## src/logic/mips_defs.svh

```systemverilog
// core-wide width, register count, data-memory address and reset-vector defines
`ifndef MIPS_DEFS_SVH
`define MIPS_DEFS_SVH

// ==========================================================================
// datapath sizing
// ==========================================================================

// data and instruction word width
`define MIPS_XLEN 32

// architectural registers, r0 hard-wired to zero
`define MIPS_NREGS 32

// data memory is word addressed, 128 words
`define MIPS_DMEM_AW 7

// first fetch address after reset
`define MIPS_RESET_PC 32'h0000_0000

`endif

```

## src/logic/mipsIsaPkg.sv

```systemverilog
// instruction-set types: word, register number, opcode/funct encodings, fields
`include "mips_defs.svh"

package mipsIsaPkg;

  // one data or instruction word
  typedef logic [`MIPS_XLEN-1:0] word_t;

  // register number, rs/rt/rd fields
  typedef logic [4:0] regAddr_t;

  // primary opcode, instr[31:26]
  typedef enum logic [5:0] {
    OP_RTYPE = 6'h00,
    OP_J     = 6'h02,
    OP_JAL   = 6'h03,
    OP_BEQ   = 6'h04,
    OP_LW    = 6'h23,
    OP_SW    = 6'h2b
  } opcode_t;

  // R-type function code, instr[5:0]
  typedef enum logic [5:0] {
    FN_SLL = 6'h00,
    FN_SRL = 6'h02,
    FN_JR  = 6'h08,
    FN_ADD = 6'h20,
    FN_SUB = 6'h22,
    FN_AND = 6'h24,
    FN_OR  = 6'h25,
    FN_SLT = 6'h2a
  } funct_t;

  // raw I-type immediate before extension
  typedef logic [15:0] imm16_t;

  // J-type target index, word granular
  typedef logic [25:0] jIndex_t;

  // shift amount for sll/srl
  typedef logic [4:0] shamt_t;

endpackage

```

## src/logic/mipsCtrlPkg.sv

```systemverilog
// control types: ALU operation select and writeback source select
package mipsCtrlPkg;

  // ==========================================================================
  // ALU operation
  // ==========================================================================

  // add also serves lw/sw address generation
  // sub also serves the beq compare
  typedef enum logic [2:0] {
    ALU_ADD = 3'd0,
    ALU_SUB = 3'd1,
    ALU_AND = 3'd2,
    ALU_OR  = 3'd3,
    ALU_SLT = 3'd4,
    ALU_SLL = 3'd5,
    ALU_SRL = 3'd6
  } aluOp_t;

  // ==========================================================================
  // writeback source
  // ==========================================================================

  // link is the return address for jal
  typedef enum logic [1:0] {
    WB_ALU  = 2'd0,
    WB_MEM  = 2'd1,
    WB_LINK = 2'd2
  } wbSel_t;

endpackage

```

## src/logic/decodeIf.sv

```systemverilog
// decodeIf interface: decoded instruction fields and control, decoder to datapath
`timescale 1ns/1ns

interface decodeIf;
  import mipsIsaPkg::*;
  import mipsCtrlPkg::*;

  // register numbers, rd already resolved (rd, rt or r31)
  regAddr_t rs;
  regAddr_t rt;
  regAddr_t rd;

  // operand fields
  word_t    immExt;
  shamt_t   shamt;
  jIndex_t  jIndex;

  // control
  logic     regWrite;
  logic     aluSrcImm;
  logic     memRead;
  logic     memWrite;
  logic     branch;
  logic     jump;
  logic     jumpReg;
  aluOp_t   aluOp;
  wbSel_t   wbSel;

  // decoder side
  modport producer (output rs, rt, rd, immExt, shamt, jIndex, regWrite, aluSrcImm,
                    memRead, memWrite, branch, jump, jumpReg, aluOp, wbSel);

  // datapath side
  modport consumer (input rs, rt, rd, immExt, shamt, jIndex, regWrite, aluSrcImm,
                    memRead, memWrite, branch, jump, jumpReg, aluOp, wbSel);

endinterface

```

## src/logic/fetchUnit.sv

```systemverilog
// fetchUnit: program counter and next-address selection
`timescale 1ns/1ns
`include "mips_defs.svh"

module fetchUnit (
  input  logic               clk,
  input  logic               rst,
  decodeIf.consumer          dec,
  input  logic               aluZero,
  input  mipsIsaPkg::word_t  rsData,
  output mipsIsaPkg::word_t  pc,
  output mipsIsaPkg::word_t  pcPlus4
);
  import mipsIsaPkg::*;

  word_t pcNext;
  word_t branchTarget;
  word_t jumpTarget;

  // sequential address, also the jal link value
  assign pcPlus4 = pc + word_t'(4);

  // branch offset counts words relative to pc+4
  assign branchTarget = pcPlus4 + {dec.immExt[`MIPS_XLEN-3:0], 2'b00};

  // j/jal stay inside the current 256MB region
  assign jumpTarget = {pcPlus4[`MIPS_XLEN-1:28], dec.jIndex, 2'b00};

  // jr first, then j/jal, then taken beq
  always_comb begin
    if (dec.jumpReg) begin
      pcNext = rsData;
    end else if (dec.jump) begin
      pcNext = jumpTarget;
    end else if (dec.branch && aluZero) begin
      pcNext = branchTarget;
    end else begin
      pcNext = pcPlus4;
    end
  end

  // one instruction retired per edge
  always_ff @(posedge clk or negedge rst) begin
    if (!rst) begin
      pc <= `MIPS_RESET_PC;
    end else begin
      pc <= pcNext;
    end
  end

  // jr targets come from the register file, so alignment is software's job
  pcAligned: assert property (@(posedge clk) disable iff (!rst) pc[1:0] == 2'b00)
    else $error("fetch address not word aligned: %h", pc);

endmodule

```

## src/logic/instrDecoder.sv

```systemverilog
// instrDecoder: main and ALU control decode, immediate extension, destination select
`timescale 1ns/1ns
`include "mips_defs.svh"

module instrDecoder (
  input  mipsIsaPkg::word_t  instr,
  decodeIf.producer          dec
);
  import mipsIsaPkg::*;
  import mipsCtrlPkg::*;

  imm16_t   imm;
  regAddr_t rdField;

  // ==========================================================================
  // field extraction
  // ==========================================================================

  assign imm     = instr[15:0];
  assign rdField = instr[15:11];

  assign dec.rs     = instr[25:21];
  assign dec.rt     = instr[20:16];
  assign dec.shamt  = instr[10:6];
  assign dec.jIndex = instr[25:0];

  // sign extension for lw/sw offsets and beq displacement
  assign dec.immExt = {{(`MIPS_XLEN-16){imm[15]}}, imm};

  // ==========================================================================
  // control decode
  // ==========================================================================

  always_comb begin
    // defaults describe a no-op, so unknown encodings fall through harmlessly
    dec.rd        = '0;
    dec.regWrite  = 1'b0;
    dec.aluSrcImm = 1'b0;
    dec.memRead   = 1'b0;
    dec.memWrite  = 1'b0;
    dec.branch    = 1'b0;
    dec.jump      = 1'b0;
    dec.jumpReg   = 1'b0;
    dec.aluOp     = ALU_ADD;
    dec.wbSel     = WB_ALU;

    case (instr[31:26])
      OP_RTYPE: begin
        dec.rd = rdField;
        // funct picks the ALU op; jr only redirects fetch
        case (instr[5:0])
          FN_ADD: begin dec.regWrite = 1'b1; dec.aluOp = ALU_ADD; end
          FN_SUB: begin dec.regWrite = 1'b1; dec.aluOp = ALU_SUB; end
          FN_AND: begin dec.regWrite = 1'b1; dec.aluOp = ALU_AND; end
          FN_OR:  begin dec.regWrite = 1'b1; dec.aluOp = ALU_OR;  end
          FN_SLT: begin dec.regWrite = 1'b1; dec.aluOp = ALU_SLT; end
          FN_SLL: begin dec.regWrite = 1'b1; dec.aluOp = ALU_SLL; end
          FN_SRL: begin dec.regWrite = 1'b1; dec.aluOp = ALU_SRL; end
          FN_JR:  dec.jumpReg = 1'b1;
          default: ;
        endcase
      end
      OP_LW: begin
        // address = rs + offset, data lands in rt
        dec.rd        = dec.rt;
        dec.regWrite  = 1'b1;
        dec.aluSrcImm = 1'b1;
        dec.memRead   = 1'b1;
        dec.wbSel     = WB_MEM;
      end
      OP_SW: begin
        dec.aluSrcImm = 1'b1;
        dec.memWrite  = 1'b1;
      end
      OP_BEQ: begin
        // rs - rt, zero flag decides
        dec.branch = 1'b1;
        dec.aluOp  = ALU_SUB;
      end
      OP_J: dec.jump = 1'b1;
      OP_JAL: begin
        // return address into r31, no delay slot
        dec.rd       = regAddr_t'(`MIPS_NREGS - 1);
        dec.regWrite = 1'b1;
        dec.jump     = 1'b1;
        dec.wbSel    = WB_LINK;
      end
      default: ;
    endcase
  end

endmodule

```

## src/logic/regFile.sv

```systemverilog
// regFile: 32x32 register file, two combinational reads, one clocked write
`timescale 1ns/1ns
`include "mips_defs.svh"

module regFile (
  input  logic               clk,
  input  logic               rst,
  decodeIf.consumer          dec,
  input  logic               wrEn,
  input  mipsIsaPkg::word_t  wrData,
  output mipsIsaPkg::word_t  rsData,
  output mipsIsaPkg::word_t  rtData
);
  import mipsIsaPkg::*;

  word_t regs [`MIPS_NREGS];

  // ==========================================================================
  // write port
  // ==========================================================================

  // architectural state, cleared on reset
  always_ff @(posedge clk or negedge rst) begin
    if (!rst) begin
      for (int i = 0; i < `MIPS_NREGS; i++) begin
        regs[i] <= '0;
      end
    end else if (wrEn && (dec.rd != '0)) begin
      // r0 never takes a write
      regs[dec.rd] <= wrData;
    end
  end

  // ==========================================================================
  // read ports
  // ==========================================================================

  // r0 reads as zero regardless of array content
  assign rsData = (dec.rs == '0) ? '0 : regs[dec.rs];
  assign rtData = (dec.rt == '0) ? '0 : regs[dec.rt];

  // writeback value comes from ALU, memory or link path
  wrDataKnown: assert property (@(posedge clk) disable iff (!rst)
                                wrEn |-> !$isunknown(wrData))
    else $error("register write with unknown data to r%0d", dec.rd);

endmodule

```

## src/logic/aluUnit.sv

```systemverilog
// aluUnit: operand B select, arithmetic/logic/shift ops and zero flag
`timescale 1ns/1ns

module aluUnit (
  decodeIf.consumer          dec,
  input  mipsIsaPkg::word_t  rsData,
  input  mipsIsaPkg::word_t  rtData,
  output mipsIsaPkg::word_t  result,
  output logic               zero
);
  import mipsIsaPkg::*;
  import mipsCtrlPkg::*;

  word_t opB;
  logic  lessThan;

  // immediate for lw/sw, register otherwise
  assign opB = dec.aluSrcImm ? dec.immExt : rtData;

  // slt is a signed compare
  assign lessThan = $signed(rsData) < $signed(opB);

  always_comb begin
    case (dec.aluOp)
      ALU_ADD: result = rsData + opB;
      ALU_SUB: result = rsData - opB;
      ALU_AND: result = rsData & opB;
      ALU_OR:  result = rsData | opB;
      ALU_SLT: result = word_t'(lessThan);
      // shifts act on rt, amount from the shamt field
      ALU_SLL: result = rtData << dec.shamt;
      ALU_SRL: result = rtData >> dec.shamt;
      default: result = '0;
    endcase
  end

  // beq takes the branch on equal operands
  assign zero = (result == '0);

endmodule

```

## src/logic/memWriteback.sv

```systemverilog
// memWriteback: data-memory port drive, writeback value select and strobe
`timescale 1ns/1ns
`include "mips_defs.svh"

module memWriteback (
  decodeIf.consumer                  dec,
  input  mipsIsaPkg::word_t          aluResult,
  input  mipsIsaPkg::word_t          rtData,
  input  mipsIsaPkg::word_t          pcPlus4,
  input  mipsIsaPkg::word_t          dmemRdata,
  output logic                       dmemCen,
  output logic                       dmemWen,
  output logic                       dmemOen,
  output logic [`MIPS_DMEM_AW-1:0]   dmemAddr,
  output mipsIsaPkg::word_t          dmemWdata,
  output logic                       wrEn,
  output logic                       wbValid,
  output mipsIsaPkg::regAddr_t       wbReg,
  output mipsIsaPkg::word_t          wbData
);
  import mipsIsaPkg::*;
  import mipsCtrlPkg::*;

  // ==========================================================================
  // data memory port
  // ==========================================================================

  // active-low enables, chip selected only for lw/sw
  assign dmemCen   = !(dec.memRead || dec.memWrite);
  assign dmemWen   = !dec.memWrite;
  // outputs always enabled, read data is muxed by wbSel
  assign dmemOen   = 1'b0;
  // byte address to word address
  assign dmemAddr  = aluResult[`MIPS_DMEM_AW+1:2];
  assign dmemWdata = rtData;

  // ==========================================================================
  // writeback
  // ==========================================================================

  always_comb begin
    case (dec.wbSel)
      WB_MEM:  wbData = dmemRdata;
      WB_LINK: wbData = pcPlus4;
      default: wbData = aluResult;
    endcase
  end

  // writes to r0 are suppressed, no strobe either
  assign wrEn    = dec.regWrite && (dec.rd != '0);
  assign wbValid = wrEn;
  assign wbReg   = dec.rd;

  // a decoded instruction is never both load and store
  always_comb begin
    rdWrExclusive: assert #0 (!(!dmemCen && !dmemWen && dec.memRead))
      else $error("data memory write enabled during a load");
  end

endmodule

```

## src/logic/mipsCore.sv

```systemverilog
// mipsCore: single-cycle core top level connecting fetch, decode, datapath, memory
`timescale 1ns/1ns
`include "mips_defs.svh"

module mipsCore (
  input  logic                       clk,
  input  logic                       rst,
  // instruction memory
  output mipsIsaPkg::word_t          instrAddr,
  input  mipsIsaPkg::word_t          instr,
  // data memory, enables active low
  output logic                       dmemCen,
  output logic                       dmemWen,
  output logic                       dmemOen,
  output logic [`MIPS_DMEM_AW-1:0]   dmemAddr,
  output mipsIsaPkg::word_t          dmemWdata,
  input  mipsIsaPkg::word_t          dmemRdata,
  // register writeback observation
  output logic                       wbValid,
  output mipsIsaPkg::regAddr_t       wbReg,
  output mipsIsaPkg::word_t          wbData
);
  import mipsIsaPkg::*;

  word_t pcPlus4;
  word_t rsData;
  word_t rtData;
  word_t aluResult;
  logic  aluZero;
  logic  wrEn;

  decodeIf dec ();

  // ==========================================================================
  // input side
  // ==========================================================================

  fetchUnit fetch_i (
    .clk(clk), .rst(rst), .dec(dec), .aluZero(aluZero), .rsData(rsData),
    .pc(instrAddr), .pcPlus4(pcPlus4)
  );

  instrDecoder decode_i (.instr(instr), .dec(dec));

  // ==========================================================================
  // processing
  // ==========================================================================

  // writeback value feeds the write port directly
  regFile regs_i (
    .clk(clk), .rst(rst), .dec(dec), .wrEn(wrEn), .wrData(wbData),
    .rsData(rsData), .rtData(rtData)
  );

  aluUnit alu_i (
    .dec(dec), .rsData(rsData), .rtData(rtData), .result(aluResult), .zero(aluZero)
  );

  // ==========================================================================
  // output side
  // ==========================================================================

  memWriteback memWb_i (
    .dec(dec), .aluResult(aluResult), .rtData(rtData), .pcPlus4(pcPlus4),
    .dmemRdata(dmemRdata), .dmemCen(dmemCen), .dmemWen(dmemWen), .dmemOen(dmemOen),
    .dmemAddr(dmemAddr), .dmemWdata(dmemWdata), .wrEn(wrEn), .wbValid(wbValid),
    .wbReg(wbReg), .wbData(wbData)
  );

endmodule

```

## config.mk

```make
export PLATFORM = sky130hd
export DESIGN_NAME = mipsCore
export DESIGN_NICKNAME = d
export VERILOG_FILES = /design/src/logic/mipsIsaPkg.sv /design/src/logic/mipsCtrlPkg.sv /design/src/logic/decodeIf.sv /design/src/logic/fetchUnit.sv /design/src/logic/instrDecoder.sv /design/src/logic/regFile.sv /design/src/logic/aluUnit.sv /design/src/logic/memWriteback.sv /design/src/logic/mipsCore.sv
export VERILOG_INCLUDE_DIRS = /design/src /design/src/logic
export SDC_FILE = /design/constraint.sdc
export NUM_CORES = 2
export LEC_CHECK = 0
export BUFFER_PORTS_ARGS = -buffer_cell sky130_fd_sc_hd__clkbuf_2
export CAP_MARGIN = 20
export CORE_MARGIN = 8
export CORE_UTILIZATION = 45
export CTS_CLUSTER_SIZE = 40
export DETAILED_ROUTE_END_ITERATION = 16
export SLEW_MARGIN = 20
export SYNTH_ARGS = -nofsm -noshare
export SYNTH_HDL_FRONTEND = slang
export SYNTH_SLANG_ARGS = --single-unit
```

## constraint.sdc

```tcl
create_clock -name clk -period 11.7 [get_ports clk]
set_clock_uncertainty 0.05 [all_clocks]
set_input_delay 2.34 -clock clk [delete_from_list [all_inputs] [get_ports clk]]
set_output_delay 2.34 -clock clk [all_outputs]
set_load 0.02 [all_outputs]
```

Word level (Yosys, flattened, before mapping):

Cells that the tools add are included.
W data, S select, Z words.

* add/sub/neg operators: 4
* reductions and logical operators: 18
* mux-type cells: 30
* shifts and indexed selects: 2
* bitwise gates (word level): 5
* equal/unequal tests: 20
* $lt $le $gt $ge: 5

Operator list (count)
* $bwmux W1024: 1
* $mux W32: 11
* $bmux W32 S5: 2
* $pmux W32 S7: 1
* $demux W32 S5: 1
* $add A32 B32 Y32: 2
* $pmux W32 S2: 1
* $eq A6 B6 Y1 const B: 7
* $add A32 B3 Y32 const B: 1
* $and A32 B32 Y32: 1
* $logic_not A32 Y1: 1
* $lt A32 B32 Y1: 1
* $or A32 B32 Y32: 1
* $shl A32 B5 Y32: 1
* $shr A32 B5 Y32: 1
* $sub A32 B32 Y32: 1
* $eq A6 B2 Y1 const B: 3
* $ge A6 B6 Y1 const B: 3
* $not A5 Y6: 3
* $pmux W3 S6: 1
* $pmux W5 S3: 1
* $logic_not A6 Y1: 2
* $logic_not A5 Y1: 2
* $eq A3 B3 Y1 const B: 3
* other kinds (18): 32

* word-level logic and storage cells: 117
* bits in registers: 1056

Logic depth before layout (Yosys ltp):

* word-level depth: 13
* depth in mapped cells: 31
* gate-level depth less buffers: 24

Cells and area by module:

From an unflattened synthesis, not the netlist that was laid out.

* cells, all modules: 5707
* area total of the unflattened synthesis: 69517.9 um^2

Modules (own cells, without submodules)
* regFile: area an instance 54369.6 um^2, sequential area each 25624.6 um^2, times used 1, cells an instance 3621
* aluUnit: area an instance 9620.5 um^2, sequential area each 0.0 um^2, times used 1, cells an instance 1331
* fetchUnit: area an instance 3667.3 um^2, sequential area each 800.8 um^2, times used 1, cells an instance 470
* memWriteback: area an instance 983.4 um^2, sequential area each 0.0 um^2, times used 1, cells an instance 164
* instrDecoder: area an instance 877.1 um^2, sequential area each 0.0 um^2, times used 1, cells an instance 121

Worst setup path before layout:

No wires, ideal clock.

* kind: input port to output port
* from: in instr[21]
* to: out wbData[0]
* required time: 9.310 ns
* arrival: 8.504 ns
* slack: 0.806 ns
* stages on the path: 23
* cell sequence: clkbuf_1 buf_1 buf_1 mux4_2 mux4_2 mux2_2 o21ai_0 inv_1 ha_1 clkbuf_1 or2_2 a221oi_1 o21ai_0 a2111oi_0 o311ai_0 nand4_1 a311oi_1 o311ai_0 a21boi_0 a311o_1 o21ai_0 clkbuf_1 inv_1

* word-level cells in the longest chain between the ends: 8

RTL lines
* start: declaration: RTL line mipsCore.sv:10 `input mipsIsaPkg::word_t instr,`
* $not A5 Y6 (not written as such): RTL line regFile.sv:39 `assign rsData = (dec.rs == '0) ? '0 : regs[dec.rs];`
* $bmux W32 S5: RTL line regFile.sv:39
* $mux W32 (not written as such) (2 in a row): RTL line regFile.sv:39
* $mux W32 *: RTL line regFile.sv:39
* $sub A32 B32 Y32 (tied with other cells): RTL line aluUnit.sv:26 `ALU_SUB: result = rsData - opB;`
* $pmux W32 S7 *: RTL line aluUnit.sv:24 `case (dec.aluOp)`
* $pmux W32 S2 *: RTL line memWriteback.sv:42 `case (dec.wbSel)`
* end: declaration: RTL line mipsCore.sv:21 `output mipsIsaPkg::word_t wbData`

Mark *: on every way between the ends. The rest lies on a longest branch, timed or not. The select of a mux whose other input is x is not followed.

Final worst setup path:

* from: in instr[18]
* to: out wbData[0]

* word-level cells in the longest chain between the ends: 9

RTL lines
* $not A5 Y6 (not written as such): RTL line regFile.sv:40 `assign rtData = (dec.rt == '0) ? '0 : regs[dec.rt];`
* $bmux W32 S5: RTL line regFile.sv:40
* $mux W32 (not written as such) (2 in a row): RTL line regFile.sv:40
* $mux W32 *: RTL line regFile.sv:40
* $mux W32: RTL line aluUnit.sv:18 `assign opB = dec.aluSrcImm ? dec.immExt : rtData;`
* $sub A32 B32 Y32 (tied with other cells): RTL line aluUnit.sv:26
* $pmux W32 S7 *: RTL line aluUnit.sv:24
* $pmux W32 S2 *: RTL line memWriteback.sv:42

Marks and branches as above.

==> run metrics <==
Cell Area, Placed about 69,000 sq um; Post-Syn Area 65,830 sq um; Area contributors post-synth dfrtp_1 (40%), mux4_2 (17%), o21ai_0 (8.2%); DP Wirelength 191,500 um; crit end category output pin; fin area about 73,000 sq um; nets about 6,700; critical path required time roughly 9.3 ns; min-delay src regs_i.regs[1004]; Synth Register Bits 1,056; RSZ-0062 raised after global routing false; largest net degree at the start of global routing 175; vias per std cell about 6.7; boundary pin count ~180; htree depth 3; post-route setup slack roughly 0.2 ns; worst-case clock buffer depth 3; worst reg2reg path endpoint fetch_i.pc[21]; Mean Syn Cell Area about 10 sq um; 1st-pass router iterations 10; Slew @ Worst Pin ~1.2 ns; slew margin rel. between 10% and 20%; f_max about 0.087 GHz; Routed WL about 280,000 um; Max Cap Violations 0; Syn Inst Count around 6,500; crit share post-route between 90% and 100%; endpoints failing setup 0; minimum clock period between 10 and 15 ns; multi-input combinational cell area ~36,000 sq um; Die ar. 158,800 sq um; gr usage total between 30% and 40%; Crit Path Max Fanout 12; r2r setup slk 3.43 ns; final hold slack 0.3419 ns; initial antenna violation count 15; cell count of the worst reg-to-reg path 24; Core ar. approximately 150,000 sq um; Hold EP regs_i.regs[1004]; Post-synth EDFFs 0; drt drc 0; layout cells sized above 1 a little over a fifth; # clock sinks approximately 1,100; Worst-Skew Late Latency between 0.7 and 0.8 ns; CTS Hold Buffers Added 0; outcome finished, final reports clean; Peak VDD IR approximately 0.13 mV; cell area power density between 100 and 150 nW/um^2; vias in the first global route ~55,000; Startpoint Class input pin; Post-synth ARST share 100.0%; Initial Utilization between 40% and 50%; vias roughly 57,000; RR Startpoint regs_i.regs[128]; sequential fraction of the synthesis area 40.14%; Sequential Area around 26,000 sq um; syn nets around 6,700; Yosys top cell area share 40.14%; Horiz. Die Dim 398.5 um; clock tree root driver cell clkbuf_16; Most used DFF post-synth dfrtp_1; TritonCTS buffer count between 100 and 150; arrival time worst endpoint between 9 and 10 ns; Synth area leader dfrtp_1; P&R area growth vs syn 11.09%; global-route wire length before repair between 400,000 and 500,000 um; routability cong. around 1.1; Reg clk slew, reported paths approximately 0.060 ns; Final Hold Vio Count 0; Post-Layout Cell Count 8,475; total negative slack 0 ns; grt total ovfl 0; Setup Fix Bufs, Post-CTS 0; Crit Path Category in -> out; PortBufs roughly 180; Wirelength per Cell approximately 33 um; Hold Crit Class reg -> reg; Worst Hold Path Cells 0; Slew Limit Fails 0; CTS tree yes; P_leak 0.03175 uW; Cell Count Post-Placement 8,262; warnings from Yosys 0; Final ANT Viol Nets 0; Chip Height ~400 um; row cnt 140; 1st-iter DRT viols between 7,000 and 8,000; post-placement setup slack -0.02892 ns; Filler cells 13,330; Unique masters post-synth 98
power breakdown:
part	internal, uW	switching [uW]	leakage [uW]
clock network	2220	1610	0.00191
logic	437	993	0.0151
registers	3680	41.6	0.0147
layout make-up:
class / count / share of cell area, %
well taps: 1917 / 3.280
inverters: 133 / 0.6827
multi-input cells: 4691 / 49.78
repair buffers: 465 / 4.741
diodes: 5 / 0.01711
clock inverters: 51 / 0.9975
flip-flops and latches: 1056 / 36.14
clock buffers: 157 / 4.370
worst max-delay path, stage by stage:
cell and delay, ns:
clkbuf_2 0.31, or3b_2 0.74, buf_12 0.25, o221ai_2 0.35, a211o_1 0.24, nand2_2 0.07, o31ai_1 0.52, ha_1 0.35
or3_1 0.38, nor4_1 0.28, o21ai_0 0.26, a2111oi_2 0.47, buf_4 0.18, o311ai_0 0.24, nand4_1 0.31, a311oi_1 0.18
o311ai_1 0.34, buf_4 0.17, a21boi_0 0.09, a311o_1 0.32, o21ai_2 0.30, buf_12 0.16, inv_1 0.06, clkbuf_2 0.16
cell usage after synthesis, types with 50 or more instances:
library cell / n
a21oi_1: 119
a221oi_1: 51
clkbuf_1: 503
dfrtp_1: 1056
ha_1: 133
inv_1: 133
mux2_2: 137
mux2i_1: 141
mux4_2: 487
nand2_1: 1206
nand3_1: 113
nor2_1: 261
nor3_1: 71
o21ai_0: 1077
o221ai_1: 84
o22ai_1: 73
xnor2_1: 50
layer usage:
| layer | vias to the layer above | GRT usage (%) | wire length (um) |
|---|---|---|---|
| met1 | 28550 | 46.71 | 110100 |
| met2 | 3412 | 51.35 | 122100 |
| met3 | 740 | 9.644 | 31320 |
| met4 | 6 | 17.50 | 17250 |
| met5 | - | 0 | 48 |
| li1 | 23920 | - | - |
through the flow:
stage,utilization (%),total power (uW)
finish,50.30,8983
detailed placement,47.56,5172
CTS,50.26,8991
floorplan,-,4590
global placement,47.56,5170
global route,50.29,9235
how the worst max path moves through the flow:
stage,startpoint,endpoint,depth (start not counted)
final,instr[18],wbData[0],24
after floorplan,instr[21],wbData[0],23
after detailed placement,instr[16],wbData[0],24
after global routing,instr[16],wbData[31],24
after CTS,instr[16],wbData[0],24
after global placement,instr[18],wbData[0],24
sequential cells by signal, summed over array words and instances, names as in the netlist:
| signal | cells |
|---|---|
| regs_i.regs | 1024 |
| fetch_i.pc | 32 |
logic make-up (layout without fill, tap and decap cells):
family | after synthesis | after routing | synth area share, %
AND/OR/NAND/NOR | 1861 | 1861 | 11.98
AO/OA/AOI/OAI | 1819 | 1819 | 16.76
multiplexers | 797 | 797 | 22.26
other | 1 | 6 | 0.005697
XOR/XNOR | 77 | 77 | 1.025
buffers and inverters | 765 | 806 | 5.201
adder cells (fa/ha/maj) | 136 | 136 | 2.619
flip-flops | 1056 | 1056 | 40.14
layout by cell type (no fill, tap or decap), drive strengths merged, types with 24 or more instances in the layout:
cell / instances
nor2: 262
nand3: 113
o221ai: 84
dfrtp: 1056
clkbuf: 324
ha: 133
o31ai: 29
buf: 298
a21o: 30
xor2: 27
o22ai: 73
and3: 24
a22o: 35
mux2: 144
a211o: 40
nand2: 1215
a211oi: 35
o21ai: 1086
mux4: 512
inv: 136
a21oi: 119
a221o: 29
nor3: 72
xnor2: 50
mux2i: 141
a22oi: 48
clkinv: 28
a221oi: 53
repair_timing:
item | CTS | global route
pin swaps | 0 | 0
cloned | 0 | 0
setup endpoints to repair | 1 | 5
gates resized for setup | 1 | 13
No activity file was read; power rests on OpenSTA's default activity.
